[src/cpu_pkg.sv]
// cpu package: bus word type, bus opcodes, i/o register offsets and status bit positions
package cpu_pkg;

  localparam int XLEN   = 32;  // bus data width
  localparam int ADDR_W = 4;   // i/o register offset width

  typedef logic [XLEN-1:0] word;

  // opcode each hart port presents with its request
  typedef enum logic {
    bus_read  = 1'b0,
    bus_write = 1'b1
  } bus_op_e;

  localparam logic [ADDR_W-1:0] ADDR_TXDATA   = 4'h0;  // write pushes a word
  localparam logic [ADDR_W-1:0] ADDR_PRESCALE = 4'h4;  // baud shift
  localparam logic [ADDR_W-1:0] ADDR_STATUS   = 4'h8;  // read clears overflow

  localparam int STATUS_EMPTY    = 0;  // fifo has no words
  localparam int STATUS_FULL     = 1;
  localparam int STATUS_BUSY     = 2;  // transmitter mid-word
  localparam int STATUS_OVERFLOW = 3;  // sticky, a txdata write was dropped

endpackage

[src/uart_pkg.sv]
// uart package: transmitter state enum and frame constants
package uart_pkg;

  localparam int BYTES_PER_WORD = 4;  // frames per fifo word
  localparam int DATA_BITS      = 8;  // 8N1
  localparam int PRESCALE_W     = 3;  // low prescale bits in use

  localparam int BIT_CNT_W  = $clog2(DATA_BITS);
  localparam int BYTE_CNT_W = $clog2(BYTES_PER_WORD);

  typedef enum logic [2:0] {
    tx_idle  = 3'd0,
    tx_start = 3'd1,
    tx_data  = 3'd2,
    tx_stop  = 3'd3,
    tx_gap   = 3'd4   // idle bit periods after a stop bit
  } tx_state_e;

endpackage

[src/hart_uart_io.sv]
// hart_uart_io: console output top with bus arbiter, uart registers, word fifo and transmitter
`timescale 1ns/100ps

module hart_uart_io #(
  parameter int FIFO_DEPTH = 8,
  parameter int BASE_DIV   = 168,
  parameter int STOP_GAP   = 10
) (
  input  logic                       clk_i,
  input  logic                       reset_i,
  input  logic                       req0,
  input  cpu_pkg::bus_op_e           op0,
  input  logic [cpu_pkg::ADDR_W-1:0] addr0,
  input  cpu_pkg::word               wdata0,
  output logic                       gnt0,
  output cpu_pkg::word               rdata0,
  input  logic                       req1,
  input  cpu_pkg::bus_op_e           op1,
  input  logic [cpu_pkg::ADDR_W-1:0] addr1,
  input  cpu_pkg::word               wdata1,
  output logic                       gnt1,
  output cpu_pkg::word               rdata1,
  output logic                       tx
);

  logic                       bus_valid;
  cpu_pkg::bus_op_e           bus_op;
  logic [cpu_pkg::ADDR_W-1:0] bus_addr;
  cpu_pkg::word               bus_wdata;
  cpu_pkg::word               bus_rdata;
  logic                       push;
  cpu_pkg::word               push_data;
  logic                       pop;
  cpu_pkg::word               fifo_rdata;
  logic                       fifo_empty;
  logic                       fifo_full;
  logic                       tx_busy;
  cpu_pkg::word               prescale;

  io_bus_arbiter u_arb (
    .clk_i, .reset_i,
    .req0, .op0, .addr0, .wdata0, .gnt0, .rdata0,
    .req1, .op1, .addr1, .wdata1, .gnt1, .rdata1,
    .bus_valid, .bus_op, .bus_addr, .bus_wdata, .bus_rdata
  );

  uart_regs #(.FIFO_DEPTH(FIFO_DEPTH)) u_regs (
    .clk_i, .reset_i,
    .bus_valid, .bus_op, .bus_addr, .bus_wdata, .bus_rdata,
    .push, .push_data, .fifo_empty, .fifo_full, .tx_busy, .prescale
  );

  word_fifo #(.FIFO_DEPTH(FIFO_DEPTH)) u_fifo (
    .clk_i, .reset_i,
    .push, .wdata(push_data), .pop, .rdata(fifo_rdata),
    .empty(fifo_empty), .full(fifo_full)
  );

  uart_tx #(.BASE_DIV(BASE_DIV), .STOP_GAP(STOP_GAP)) u_tx (
    .clk_i, .reset_i,
    .prescale, .fifo_rdata, .fifo_empty, .pop, .tx, .busy(tx_busy)
  );

endmodule

[src/io_bus_arbiter.sv]
// io_bus_arbiter: round-robin arbiter sharing the i/o bus between two hart ports
`timescale 1ns/100ps

module io_bus_arbiter (
  input  logic                       clk_i,
  input  logic                       reset_i,
  input  logic                       req0,
  input  cpu_pkg::bus_op_e           op0,
  input  logic [cpu_pkg::ADDR_W-1:0] addr0,
  input  cpu_pkg::word               wdata0,
  output logic                       gnt0,
  output cpu_pkg::word               rdata0,
  input  logic                       req1,
  input  cpu_pkg::bus_op_e           op1,
  input  logic [cpu_pkg::ADDR_W-1:0] addr1,
  input  cpu_pkg::word               wdata1,
  output logic                       gnt1,
  output cpu_pkg::word               rdata1,
  output logic                       bus_valid,
  output cpu_pkg::bus_op_e           bus_op,
  output logic [cpu_pkg::ADDR_W-1:0] bus_addr,
  output cpu_pkg::word               bus_wdata,
  input  cpu_pkg::word               bus_rdata
);

  logic last_win;  // 1 when port 1 took the last transfer
  logic pick1;     // port 1 wins this cycle

  // on contention the port that lost last time goes first
  always_comb begin
    pick1 = req1 && (!req0 || !last_win);
  end

  assign bus_valid = req0 | req1;
  assign gnt0      = req0 && !pick1;
  assign gnt1      = pick1;

  always_comb begin
    if (pick1) begin
      bus_op    = op1;
      bus_addr  = addr1;
      bus_wdata = wdata1;
    end else begin
      bus_op    = op0;
      bus_addr  = addr0;
      bus_wdata = wdata0;
    end
  end

  assign rdata0 = bus_rdata;  // meaningful only with gnt0
  assign rdata1 = bus_rdata;

  always_ff @(posedge clk_i) begin
    if (reset_i) begin
      last_win <= 1'b1;  // port 0 first out of reset
    end else if (bus_valid) begin
      last_win <= pick1;
    end
  end

endmodule

[src/uart_regs.sv]
// uart_regs: txdata, prescale and status registers behind the shared i/o bus
`timescale 1ns/100ps

module uart_regs #(
  parameter int FIFO_DEPTH = 8
) (
  input  logic                       clk_i,
  input  logic                       reset_i,
  input  logic                       bus_valid,
  input  cpu_pkg::bus_op_e           bus_op,
  input  logic [cpu_pkg::ADDR_W-1:0] bus_addr,
  input  cpu_pkg::word               bus_wdata,
  output cpu_pkg::word               bus_rdata,
  output logic                       push,
  output cpu_pkg::word               push_data,
  input  logic                       fifo_empty,
  input  logic                       fifo_full,
  input  logic                       tx_busy,
  output cpu_pkg::word               prescale
);

  logic [uart_pkg::PRESCALE_W-1:0] prescale_q;
  logic overflow;    // sticky until status read
  logic wr;
  logic rd;
  logic txdata_wr;
  logic prescale_wr;
  logic status_rd;

  // fifo pointers wrap by overflow of their width
  if (FIFO_DEPTH < 2 || (FIFO_DEPTH & (FIFO_DEPTH - 1)) != 0) begin : g_depth_check
    $error("uart_regs: FIFO_DEPTH must be a power of two and at least 2");
  end

  always_comb begin
    wr          = bus_valid && (bus_op == cpu_pkg::bus_write);
    rd          = bus_valid && (bus_op == cpu_pkg::bus_read);
    txdata_wr   = wr && (bus_addr == cpu_pkg::ADDR_TXDATA);
    prescale_wr = wr && (bus_addr == cpu_pkg::ADDR_PRESCALE);
    status_rd   = rd && (bus_addr == cpu_pkg::ADDR_STATUS);
    push        = txdata_wr && !fifo_full;  // full drops the word
  end

  assign push_data = bus_wdata;
  assign prescale  = cpu_pkg::word'(prescale_q);

  always_comb begin
    bus_rdata = '0;
    if (rd) begin
      case (bus_addr)
        cpu_pkg::ADDR_STATUS: begin
          bus_rdata[cpu_pkg::STATUS_EMPTY]    = fifo_empty;
          bus_rdata[cpu_pkg::STATUS_FULL]     = fifo_full;
          bus_rdata[cpu_pkg::STATUS_BUSY]     = tx_busy;
          bus_rdata[cpu_pkg::STATUS_OVERFLOW] = overflow;  // pre-clear value
        end
        cpu_pkg::ADDR_PRESCALE: bus_rdata = prescale;
        default:                bus_rdata = '0;
      endcase
    end
  end

  always_ff @(posedge clk_i) begin
    if (reset_i) begin
      prescale_q <= '0;
      overflow   <= 1'b0;
    end else begin
      if (prescale_wr) begin
        prescale_q <= bus_wdata[uart_pkg::PRESCALE_W-1:0];
      end
      if (txdata_wr && fifo_full) begin
        overflow <= 1'b1;
      end else if (status_rd) begin
        overflow <= 1'b0;
      end
    end
  end

endmodule

[src/uart_tx.sv]
// uart_tx: serializes each fifo word as four 8N1 frames with a prescaled bit timer and stop gap
`timescale 1ns/100ps

module uart_tx #(
  parameter int BASE_DIV = 168,
  parameter int STOP_GAP = 10
) (
  input  logic         clk_i,
  input  logic         reset_i,
  input  cpu_pkg::word prescale,
  input  cpu_pkg::word fifo_rdata,
  input  logic         fifo_empty,
  output logic         pop,
  output logic         tx,
  output logic         busy
);

  localparam int BIT_CNT_W  = uart_pkg::BIT_CNT_W;
  localparam int BYTE_CNT_W = uart_pkg::BYTE_CNT_W;
  localparam int GAP_W      = (STOP_GAP > 1) ? $clog2(STOP_GAP) : 1;
  localparam logic [BIT_CNT_W-1:0]  BIT_LAST  = BIT_CNT_W'(uart_pkg::DATA_BITS - 1);
  localparam logic [BYTE_CNT_W-1:0] BYTE_LAST = BYTE_CNT_W'(uart_pkg::BYTES_PER_WORD - 1);
  localparam logic [GAP_W-1:0]      GAP_LAST  = GAP_W'((STOP_GAP > 0) ? STOP_GAP - 1 : 0);

  uart_pkg::tx_state_e     state;
  cpu_pkg::word            shreg;      // captured word, lsb goes next
  cpu_pkg::word            bit_timer;  // clocks into current bit
  cpu_pkg::word            bit_limit;  // clocks per bit
  logic [BIT_CNT_W-1:0]    bit_cnt;
  logic [BYTE_CNT_W-1:0]   byte_cnt;
  logic [GAP_W-1:0]        gap_cnt;
  logic                    bit_end;
  logic                    frame_end;  // last period of a frame incl. gap
  logic                    shift;

  always_comb begin
    bit_limit = cpu_pkg::word'(BASE_DIV) << prescale[uart_pkg::PRESCALE_W-1:0];
    bit_end   = (bit_timer == bit_limit - 1);
    frame_end = bit_end &&
                (((state == uart_pkg::tx_stop) && (STOP_GAP == 0)) ||
                 ((state == uart_pkg::tx_gap) && (gap_cnt == GAP_LAST)));
    shift     = bit_end &&
                ((state == uart_pkg::tx_start) ||
                 ((state == uart_pkg::tx_data) && (bit_cnt != BIT_LAST)));
    pop       = (state == uart_pkg::tx_idle) && !fifo_empty;
    busy      = (state != uart_pkg::tx_idle);
  end

  always_ff @(posedge clk_i) begin
    if (pop) begin
      shreg <= fifo_rdata;
    end else if (shift) begin
      shreg <= shreg >> 1;
    end
  end

  always_ff @(posedge clk_i) begin
    if (reset_i) begin
      state     <= uart_pkg::tx_idle;
      tx        <= 1'b1;
      bit_timer <= '0;
      bit_cnt   <= '0;
      byte_cnt  <= '0;
      gap_cnt   <= '0;
    end else if (pop) begin
      state     <= uart_pkg::tx_start;
      tx        <= 1'b0;  // start bit next cycle
      bit_timer <= '0;
      byte_cnt  <= '0;
    end else if (state != uart_pkg::tx_idle) begin
      if (!bit_end) begin
        bit_timer <= bit_timer + 1;
      end else begin
        bit_timer <= '0;
        if (frame_end) begin
          if (byte_cnt == BYTE_LAST) begin
            state    <= uart_pkg::tx_idle;  // line already high
            byte_cnt <= '0;
          end else begin
            byte_cnt <= byte_cnt + 1'b1;
            state    <= uart_pkg::tx_start;
            tx       <= 1'b0;
          end
        end else begin
          case (state)
            uart_pkg::tx_start: begin
              tx      <= shreg[0];
              bit_cnt <= '0;
              state   <= uart_pkg::tx_data;
            end
            uart_pkg::tx_data: begin
              if (bit_cnt == BIT_LAST) begin
                tx    <= 1'b1;  // stop bit
                state <= uart_pkg::tx_stop;
              end else begin
                tx      <= shreg[0];
                bit_cnt <= bit_cnt + 1'b1;
              end
            end
            uart_pkg::tx_stop: begin
              gap_cnt <= '0;
              state   <= uart_pkg::tx_gap;
            end
            uart_pkg::tx_gap: gap_cnt <= gap_cnt + 1'b1;
            default:          state   <= uart_pkg::tx_idle;
          endcase
        end
      end
    end
  end

endmodule

[src/word_fifo.sv]
// word_fifo: synchronous circular word buffer with count-based full and empty
`timescale 1ns/100ps

module word_fifo #(
  parameter int FIFO_DEPTH = 8
) (
  input  logic         clk_i,
  input  logic         reset_i,
  input  logic         push,
  input  cpu_pkg::word wdata,
  input  logic         pop,
  output cpu_pkg::word rdata,
  output logic         empty,
  output logic         full
);

  localparam int PTR_W = (FIFO_DEPTH > 1) ? $clog2(FIFO_DEPTH) : 1;
  localparam int CNT_W = PTR_W + 1;
  localparam logic [CNT_W-1:0] FULL_COUNT = FIFO_DEPTH[CNT_W-1:0];

  cpu_pkg::word     mem [FIFO_DEPTH];
  logic [PTR_W-1:0] wr_ptr;
  logic [PTR_W-1:0] rd_ptr;
  logic [CNT_W-1:0] count;   // words held
  logic             do_push;
  logic             do_pop;

  assign empty   = (count == '0);
  assign full    = (count == FULL_COUNT);
  assign do_push = push && !full;
  assign do_pop  = pop && !empty;
  assign rdata   = mem[rd_ptr];  // head word, valid while !empty

  always_ff @(posedge clk_i) begin
    if (do_push) begin
      mem[wr_ptr] <= wdata;
    end
  end

  always_ff @(posedge clk_i) begin
    if (reset_i) begin
      wr_ptr <= '0;
      rd_ptr <= '0;
      count  <= '0;
    end else begin
      if (do_push) begin
        wr_ptr <= wr_ptr + 1'b1;  // wraps at depth
      end
      if (do_pop) begin
        rd_ptr <= rd_ptr + 1'b1;
      end
      case ({do_push, do_pop})
        2'b10:   count <= count + 1'b1;
        2'b01:   count <= count - 1'b1;
        default: count <= count;  // both or neither
      endcase
    end
  end

endmodule
[config.mk]
export PLATFORM = sky130hd
export DESIGN_NAME = hart_uart_io
export DESIGN_NICKNAME = d
export VERILOG_FILES = /design/src/cpu_pkg.sv /design/src/uart_pkg.sv /design/src/hart_uart_io.sv /design/src/io_bus_arbiter.sv /design/src/uart_regs.sv /design/src/uart_tx.sv /design/src/word_fifo.sv
export SDC_FILE = /design/constraint.sdc
export NUM_CORES = 1
export LEC_CHECK = 0
export BUFFER_PORTS_ARGS = -buffer_cell sky130_fd_sc_hd__buf_2
export CAP_MARGIN = 10
export CORE_ASPECT_RATIO = 1.2
export CORE_UTILIZATION = 47
export CTS_BUF_LIST = sky130_fd_sc_hd__clkbuf_8
export CTS_CLUSTER_SIZE = 25
export DETAILED_ROUTE_END_ITERATION = 12
export GPL_TIMING_DRIVEN = 0
export PLACE_DENSITY = 0.68
export SLEW_MARGIN = 20
export SYNTH_ARGS = -nofsm -noshare
export SYNTH_HDL_FRONTEND = slang
export SYNTH_SLANG_ARGS = --single-unit
export TNS_END_PERCENT = 50
[constraint.sdc]
create_clock -name clk_i -period 5.6 [get_ports clk_i]
set_input_delay 0.84 -clock clk_i [delete_from_list [all_inputs] [get_ports clk_i]]
set_output_delay 0.84 -clock clk_i [all_outputs]
set_load 0.05 [all_outputs]
==> impl_metrics.py, run 1 <==
metrics = {
    "placed_design": {
        "gp_congestion": 0.845,
        "io_buffers": 87,
        "place_hpwl_um": 22000,
        "pre_cts_slack_ps": 639,
    },
    "setup_path": {
        "slowest_delay_ps": 630,
        "crit_type": "input pin to flop",
        "critPathLaunchType": "input pin",
        "critPathSlowestCell": "nor4b_1",
        "worstPathMaxFanout": 10,
        "required_ps": 6100,
        "cp.arrival_ps": 4770,
        "worst-r2r-cell-count": 13,
        "r2r_setup_slack_ps": 1380,
        "rr_endpoint": "u_fifo.count[3]",
        "cpMostUsedCell": "nand2_1",
        "r2r_start": "u_arb.last_win",
        "cp_cell_sequence": "buf_2 > nand2_1 > nand2_1 > inv_2 > mux2_2 > nor4b_1 > nand2_1 > ha_1 > ha_1 > a21o_1 > a21oi_1 > xnor2_1 > or3_1 > a21oi_1",
        "cp-end-kind": "flop",
    },
    "clock_network": {
        "cts_resized": 0,
        "clkLatencyLatePin_ps": 610,
        "clk_pin_slew_ps": 60,
        "htree_num_levels": 2,
        "cts_sinks": 351,
        "cts_setup_buffers": 0,
        "cts_hold_buf": 0,
        "cts.path.max_buffers": 3,
        "tritoncts": "built",
        "cts_root_buffer": "clkbuf_8",
        "cts_made_buffers": 54,
    },
    "floorplan": {
        "die_x_um": 167,
        "rows": 72,
        "io_pins": 145,
        "start_util_pct": 47.6,
        "coreArea_mm2": 0.0322,
        "dieArea_mm2": 0.0333,
        "fp.dieH_um": 200,
    },
    "synth": {
        "yosys-top-cells-count": "edfxtp_1, nand2_1, nor2_1",
        "synth.most_common_cell": "edfxtp_1",
        "synthFlopType": "edfxtp_1",
        "ys.warnings.count": 0,
        "synth-async-reset-ratio_pct": 0,
        "syn_avg_cell_area_um2": 13.9,
        "ys_seq_elements": 351,
        "synth-seq-area-share_pct": 64.7,
        "ys_types": 64,
        "synth_edf_count": 288,
        "synth_top_cell_by_area": "edfxtp_1",
        "synth.cell_area_mm2": 0.0153,
        "synthCells": 1100,
        "synth_top_area_share_pct": 56.5,
        "synth_area_leaders": "edfxtp_1, mux4_2, dfxtp_1, nand2_1, buf_4",
    },
    "status": {
        "status": "completed",
    },
    "run": {
        "max-cap-violations": 0,
    },
    "sta": {
        "setup_ws_ps": 1330,
        "fmax_ghz": 0.234,
        "fin_crit_ps": 4270,
        "rsz0062_at_grt": "false",
        "fin_tns_setup_ps": 0,
        "relSlewSlack_pct": 32.5,
        "worst_clock_skew_ps": 41.0,
        "slew_viol_final": 0,
        "final-hold-violation-count": 0,
        "fin_crit_sh_pct": 76.2,
        "tightestPinTransition_ps": 1010,
        "setup_viol": 0,
        "hold_ws_ps": 479,
    },
    "pwr": {
        "powerDensity_mw_per_mm2": 380,
        "vdd_drop_max_uv": 228,
        "p_leak_nw": 6.43,
    },
    "finish": {
        "syn2layout_area_growth_pct": 16.9,
        "antenna_cells": 0,
        "drive_above_1_share_pct": 24.5,
        "fillers": 2657,
        "final_util_pct": 55.6,
        "final_net_count": 1415,
    },
    "hold_path": {
        "holdPathStages": 2,
        "whs_endpoint": "u_tx.bit_timer[1]",
        "hold_class": "flop to flop",
        "hold_path.startpoint": "u_tx.bit_timer[1]",
    },
    "drt": {
        "wirelength_um": 32100,
        "antenna_left": 0,
        "drc": 0,
        "dr.pass1.iters": 5,
        "drt_iter0_drc": 668,
        "vias": 9348,
        "wl_per_cell_um": 18.1,
        "viasPerCell": 5.26,
    },
    "global_route": {
        "track_usage_pct": 19.9,
        "grt_antenna_before_repair": 0,
        "grt_max_degree": 21,
        "overflow": 0,
        "grt_pass1_vias": 9134,
        "grt_first_pass_wirelength_um": 50400,
    },
}
## cell type report
cell class | count | area (um2) | area share (%)
Inverter | 14 | 52.6 | 0.294
Multi-Input combinational cell | 672 | 4920 | 27.5
Buffer | 118 | 693 | 3.87
Sequential cell | 351 | 9910 | 55.4
Clock buffer | 60 | 826 | 4.62
Tap cell | 407 | 509 | 2.85
Timing Repair Buffer | 114 | 785 | 4.38
Clock inverter | 41 | 194 | 1.08
## state kept, by name (all words and copies together), names as in the netlist, named ones only
signal	cells
u_arb.last_win	1
u_fifo.count	4
u_fifo.mem	256
u_fifo.rd_ptr	3
u_fifo.wr_ptr	3
u_regs.overflow	1
u_regs.prescale_q	3
u_tx.bit_cnt	3
u_tx.bit_timer	32
u_tx.byte_cnt	2
u_tx.gap_cnt	4
u_tx.shreg	32
u_tx.state	3
u_tx.tx	1
## report_power, final
| part | switching [W] | internal, W | total, W |
|---|---|---|---|
| logic | 0.00103 | 0.000590 | 0.00162 |
| registers | 0.0000635 | 0.00314 | 0.00321 |
| clock network | 0.000987 | 0.000991 | 0.00198 |
| total | 0.00208 | 0.00472 | 0.00680 |
## per-layer routing
| layer | track usage [%] | wire [um] | up-vias |
|---|---|---|---|
| met2 | 33.7 | 15800 | 295 |
| met5 | 0 | 0 | - |
| li1 | - | - | 4431 |
| met1 | 25.9 | 13800 | 4576 |
| met4 | 7.03 | 707 | 0 |
| met3 | 3.51 | 1760 | 46 |
## logic make-up (layout without fill, tap and decap cells)
kind of cell,count (synthesis),in the layout,share of synthesized area (%)
and+or+nand+nor,352,352,10.6
muxes,111,111,12.5
AOI/OAI and AO/OA,100,100,3.89
xor gates and xnor gates,40,40,2.29
DFF,351,351,64.7
other,1,56,0.0245
buffers and inverters,132,347,4.87
adders and majority gates,13,13,1.10
## through the flow
stage | power [W] | area (um2) | cells
6_report | 0.00680 | 17900 | 1777
5_1_grt | 0.00713 | 17900 | 1777
4_1_cts | 0.00686 | 17900 | 1777
3_5_place_dp | 0.00489 | 16900 | 1676
3_3_place_gp | 0.00480 | 16500 | 1649
2_1_floorplan | 0.00440 | 15500 | 1155
## layout by cell type, fill, tap and decap left out, types with 7 or more instances in the layout
master,count
or3_1,7
clkbuf_1,40
xnor2_1,17
nor3_1,18
dfxtp_1,63
buf_6,10
nor4_1,9
clkinv_1,11
buf_4,74
nand2b_1,7
inv_1,31
a21oi_1,21
o21ai_1,9
xor2_1,23
mux2i_1,45
conb_1,56
clkinv_2,9
nand2_1,168
nand3_1,12
clkbuf_8,60
nor2_1,74
edfxtp_1,288
buf_1,7
o21ai_0,39
mux4_2,64
ha_1,11
buf_2,95
nand4_1,9
## critical path, delay by kind of cell
kind | cells | cell delay (ps)
AO/OA/AOI/OAI | 3 | 510
multiplexers | 1 | 430
buffers and inverters | 2 | 510
adder cells (fa/ha/maj) | 2 | 650
AND/OR/NAND/NOR | 5 | 1720
XOR/XNOR | 1 | 90
## worst max-delay path by stage
stage	slack [ps]	endpoint	cells past startpoint	start
after floorplan	500	u_fifo.mem[2][0]	7	req0
after global placement	-2770	u_fifo.mem[4][17]	8	req0
after detailed placement	640	u_fifo.count[3]	14	req0
after CTS	1300	u_fifo.count[3]	14	req0
after global routing	920	u_fifo.count[3]	14	req0
final	1330	u_fifo.count[3]	14	req0
(Power assumes the default switching activity.)
==> run 2: changes to the inputs <==
Settings changed: ABC_AREA set to 1.
Clock period 5.6 ns to 3.9 ns, I/O delays scaled along.
==> run 2 against run 1 <==
  * Non-clock buffer count up 14
  * Register-to-register slack worse by 720 ps
  * Worst setup slack worse by 740 ps
  * Critical path type is now flop to output port
  * Critical endpoint is now rdata1[2]
  * Highest routed layer is now met5
==> impl_metrics.py, run 2 <==
metrics = {
    "setup_path": {
        "cp.arrival_ps": 2720,
        "worstPathMaxFanout": 10,
        "required_ps": 3310,
        "r2r_setup_slack_ps": 660,
        "critPathLaunchType": "flop",
        "crit_type": "flop to output port",
        "cp-end-kind": "output port",
    },
    "run": {
        "max-cap-violations": 0,
    },
    "synth": {
        "synth_top_area_share_pct": 54.4,
        "synthCells": 1500,
        "ys_seq_elements": 351,
        "synth.cell_area_mm2": 0.0159,
        "synth_edf_count": 288,
        "synth-async-reset-ratio_pct": 0,
        "ys.warnings.count": 0,
        "synthFlopType": "edfxtp_1",
        "synth.most_common_cell": "edfxtp_1",
        "synth_area_leaders": "edfxtp_1, dfxtp_1, nand2_1, nor2_1, o21ai_0",
        "ys_types": 50,
        "synth_top_cell_by_area": "edfxtp_1",
        "yosys-top-cells-count": "edfxtp_1, nand2_1, nor2_1",
        "syn_avg_cell_area_um2": 10.6,
        "synth-seq-area-share_pct": 62.4,
    },
    "floorplan": {
        "fp.dieH_um": 203,
        "die_x_um": 170,
        "start_util_pct": 47.8,
        "io_pins": 145,
        "coreArea_mm2": 0.0332,
        "dieArea_mm2": 0.0345,
        "rows": 73,
    },
    "drt": {
        "dr_wl_met2_um": 20200,
        "viasPerCell": 5.31,
        "drt_iter0_drc": 1030,
        "wl_met1_um": 15600,
        "antenna_left": 0,
        "vias": 11776,
        "dr_wl_met3_um": 2980,
        "dr.pass1.iters": 5,
        "wl_per_cell_um": 18.3,
        "top_layer": "met5",
        "wirelength_um": 40600,
        "drc": 0,
    },
    "clock_network": {
        "cts_root_buffer": "clkbuf_8",
        "clkLatencyLatePin_ps": 620,
        "cts_sinks": 351,
        "clk_pin_slew_ps": 60,
        "tritoncts": "built",
        "cts_hold_buf": 0,
        "cts_made_buffers": 55,
        "htree_num_levels": 2,
        "cts_setup_buffers": 0,
        "cts.path.max_buffers": 3,
        "cts_resized": 0,
    },
    "pwr": {
        "p_leak_nw": 6.98,
        "powerDensity_mw_per_mm2": 578,
        "vdd_drop_max_uv": 315,
    },
    "sta": {
        "slew_viol_final": 0,
        "relSlewSlack_pct": 38.5,
        "tightestPinTransition_ps": 923,
        "setup_viol": 0,
        "final-hold-violation-count": 0,
        "hold_ws_ps": 312,
        "fin_crit_ps": 3300,
        "fmax_ghz": 0.303,
        "fin_crit_sh_pct": 84.7,
        "worst_clock_skew_ps": 19.8,
        "rsz0062_at_grt": "false",
    },
    "placed_design": {
        "io_buffers": 87,
        "gp_congestion": 0.927,
        "place_hpwl_um": 28700,
        "placed_cell_area_mm2": 0.0174,
    },
    "finish": {
        "drive_above_1_share_pct": 17.7,
        "top_register": "u_fifo.mem",
        "antenna_cells": 0,
        "biggestRegsByFlops": "u_fifo.mem x256, u_tx.bit_timer x32, u_tx.shreg x32",
        "final_area_mm2": 0.0185,
        "syn2layout_area_growth_pct": 16.4,
        "final_common_cell": "edfxtp_1",
        "largest_reg_flops": 256,
        "final_net_count": 1820,
        "final_cell_mix": "edfxtp_1, nand2_1, nor2_1, o21ai_0, inv_1",
    },
    "global_route": {
        "overflow": 0,
        "track_usage_pct": 24.0,
        "grt_antenna_before_repair": 1,
        "grt_first_pass_wirelength_um": 62500,
        "grt_max_degree": 21,
        "grt_pass1_vias": 11428,
    },
    "hold_path": {
        "hold_class": "input pin to flop",
    },
    "status": {
        "status": "completed",
    },
}
[run 2: cell count changes after synthesis, sizes merged, moves of 15 or more]
cell and change:
o21ai +70, mux4 -64, a21oi +22, nand2 +122
xnor2 -15, nor3 +17, nand3 +55, inv +79
o221ai +38, xor2 -16, nor2 +117
[run 2: cells by family after synthesis]
family,synth area share [%]
other,0.0236
flip-flops,62.4
adder cells (fa/ha/maj),0.992
XOR/XNOR,0.496
AND/OR/NAND/NOR,16.9
buffers and inverters,6.88
AO/OA/AOI/OAI,9.02
multiplexers,3.28
[run 2: worst paths after layout]
path,from,end,depth (start not counted)
hold / removal,req0,u_arb.last_win,4
hold reg to reg,u_regs.overflow,u_regs.overflow,2
setup reg to reg,u_arb.last_win,u_fifo.mem[0][20],14
setup / recovery,u_tx.state[0],rdata1[2],8
[run 2: critical path: stages (launching register included)]
cell	delay, ps
dfxtp_1	330
nor2_1	120
nand2_1	170
inv_1	110
buf_2	300
buf_1	470
o21ai_0	230
buf_4	170
buf_2	200
[run 2: layer usage]
layer / vias to the layer above / GRT usage (%)
met4: 2 / 11.8
met2: 496 / 41.5
li1: 5620 / -
met3: 125 / 4.91
met1: 5533 / 28.5
met5: - / 0
[run 2: through the flow]
stage	power [W]	instances	setup WS [ps]	TNS (ps)	utilization, %
global route	0.0112	2218	359	0	55.6
floorplan	0.00665	1555	-414	-86800	-
detailed placement	0.00771	2123	279	0	52.4
finish	0.0107	2218	595	0	55.6
CTS	0.0107	2218	527	0	55.6
global placement	0.00761	2092	-3250	-742010	51.4
[run 2: area by class of cell]
cell class | count | area, um2
plain buffers | 128 | 744
clock buffers | 58 | 798
clock inverters | 37 | 250
fillers | 2909 | 14800
inverters | 92 | 348
multi-input cells | 984 | 5150
flip-flops and latches | 351 | 9910
well taps | 450 | 563
repair buffers | 118 | 722
[run 2: where the power goes]
group | internal, W | total (W) | switching [W] | leakage, nW
sequential | 0.00448 | 0.00458 | 0.0000978 | 3.14
clock | 0.00158 | 0.00302 | 0.00144 | 0.612
combinational | 0.000894 | 0.00309 | 0.00219 | 3.24
total | 0.00696 | 0.0107 | 0.00373 | 6.98
==> run 3: changes to the inputs <==
Settings changed: PLACE_DENSITY 0.68 to 0.65.
Clock period 3.9 ns to 3.2 ns, I/O delays scaled along.
==> run 3 against run 2 <==
  * Non-clock buffer count is 4 lower
  * Cell area is 0.36% lower
  * Die area stayed put
  * Combinational power is 21% higher
  * Hold slack worse by 84 ps
  * Final cell count stayed put
  * Highest routed layer is now met4
==> impl_metrics.py, run 3 (same netlist as run 2, synthesis figures left out) <==
metrics = {
    "global_route": {
        "grt_antenna_before_repair": 0,
        "grt_pass1_vias": 11406,
        "overflow": 0,
        "grt_max_degree": 20,
        "track_usage_pct": 23.6,
        "grt_first_pass_wirelength_um": 61300,
    },
    "placed_design": {
        "io_buffers": 87,
        "place_hpwl_um": 28200,
        "gp_congestion": 0.894,
        "pre_cts_slack_ps": -71.7,
        "place_inst": 2120,
    },
    "setup_path": {
        "r2r_setup_slack_ps": 230,
        "rr_endpoint": "u_fifo.mem[6][25]",
        "critPathLaunchType": "flop",
        "worstPathMaxFanout": 10,
        "r2r_start": "u_arb.last_win",
        "cp-end-kind": "output port",
        "required_ps": 2720,
        "cp.arrival_ps": 2570,
        "crit_type": "flop to output port",
        "worst-r2r-cell-count": 12,
    },
    "drt": {
        "vias": 11634,
        "antenna_left": 0,
        "wirelength_um": 40200,
        "viasPerCell": 5.25,
        "wl_per_cell_um": 18.1,
        "dr.pass1.iters": 5,
        "drc": 0,
        "drt_iter0_drc": 957,
    },
    "pwr": {
        "vdd_drop_max_uv": 422,
        "powerDensity_mw_per_mm2": 689,
        "p_leak_nw": 6.93,
        "total_power_w": 0.0127,
    },
    "sta": {
        "hold_ws_ps": 227,
        "final-hold-violation-count": 0,
        "setup_viol": 0,
        "fin_tns_setup_ps": 0,
        "setup_ws_ps": 154,
        "fin_crit_ps": 3050,
        "relSlewSlack_pct": 33.8,
        "fmax_ghz": 0.328,
        "rsz0062_at_grt": "true",
        "tightestPinTransition_ps": 994,
        "slew_viol_final": 0,
        "worst_clock_skew_ps": 19.0,
        "fin_crit_sh_pct": 95.2,
    },
    "finish": {
        "syn2layout_area_growth_pct": 15.9,
        "final_common_cell": "edfxtp_1",
        "top_register": "u_fifo.mem",
        "drive_above_1_share_pct": 17.4,
        "biggestRegsByFlops": "u_fifo.mem x256, u_tx.bit_timer x32, u_tx.shreg x32",
        "antenna_cells": 0,
        "largest_reg_flops": 256,
        "final_cell_mix": "edfxtp_1, nand2_1, nor2_1, o21ai_0, inv_1",
        "stdcell_count": 2218,
        "final_net_count": 1815,
    },
    "clock_network": {
        "cts_root_buffer": "clkbuf_8",
        "clk_pin_slew_ps": 60,
        "htree_num_levels": 2,
        "tritoncts": "built",
        "cts_hold_buf": 0,
        "cts_made_buffers": 54,
        "clkLatencyLatePin_ps": 610,
        "cts.path.max_buffers": 3,
        "cts_sinks": 351,
    },
    "floorplan": {
        "dieArea_mm2": 0.0345,
        "fp.dieH_um": 203,
        "coreArea_mm2": 0.0332,
        "io_pins": 145,
        "start_util_pct": 47.8,
        "rows": 73,
        "die_x_um": 170,
    },
    "status": {
        "status": "completed",
    },
    "hold_path": {
        "hold_class": "input pin to flop",
        "whs_endpoint": "u_arb.last_win",
        "hold_path.startpoint": "req0",
        "holdPathStages": 4,
    },
    "run": {
        "max-cap-violations": 0,
    },
}
-- run 3: layout make-up --
| class | instances | area, um2 |
|---|---|---|
| fillers | 2910 | 14800 |
| flip-flops and latches | 351 | 9910 |
| multi-input cells | 984 | 5170 |
| clock buffers | 56 | 771 |
| repair buffers | 116 | 738 |
| plain buffers | 126 | 737 |
| well taps | 450 | 563 |
| inverters | 92 | 348 |
| clock inverters | 43 | 181 |
-- run 3: where the power goes --
group	total [W]	switching, W	internal [W]	leakage [nW]
logic	0.00375	0.00266	0.00108	3.24
registers	0.00559	0.000123	0.00547	3.14
clock network	0.00335	0.00173	0.00162	0.549
-- run 3: worst max-delay path by stage --
stage                                   end  cells after the start      startpoint
after detailed placement  u_fifo.mem[7][29]                     15            req0
after global placement    u_fifo.mem[0][18]                     11            req0
after global routing              rdata1[0]                      9  u_arb.last_win
after CTS                         rdata1[1]                     10  u_arb.last_win
final                             rdata1[0]                      9  u_arb.last_win
after floorplan            u_fifo.mem[0][0]                     10            req0
-- run 3: through the flow --
stage | util [%] | area, um2
after global routing | 55.4 | 18400
final | 55.4 | 18400
after CTS | 55.4 | 18400
after floorplan | - | 16100
after global placement | 51.5 | 17100
after detailed placement | 52.5 | 17500
-- run 3: timing repair --
action | CTS | global route
setup endpoints to repair | 1 | 18
gates resized for setup | 0 | 2
pin swaps | 0 | 1
setup buffers | 0 | 1
-- run 3: layer usage --
layer / GRT usage [%] / wire length [um] / vias up / part of all wire [%]
met1: 27.5 / 15700 / 5487 / 39
met2: 42.2 / 20400 / 429 / 51
met5: 0 / 0 / - / 0
li1: - / - / 5610 / -
met4: 11.8 / 1640 / 0 / 4.1
met3: 3.43 / 2430 / 108 / 6.0
-- run 3: critical path, cell delays in order (launching register included) --
cell	delay [ps]
dfxtp_1	310
nand2_1	80
nand2_2	60
buf_2	180
o31ai_1	260
nor3b_1	300
nand2_1	150
o21ai_0	230
buf_4	140
buf_2	250
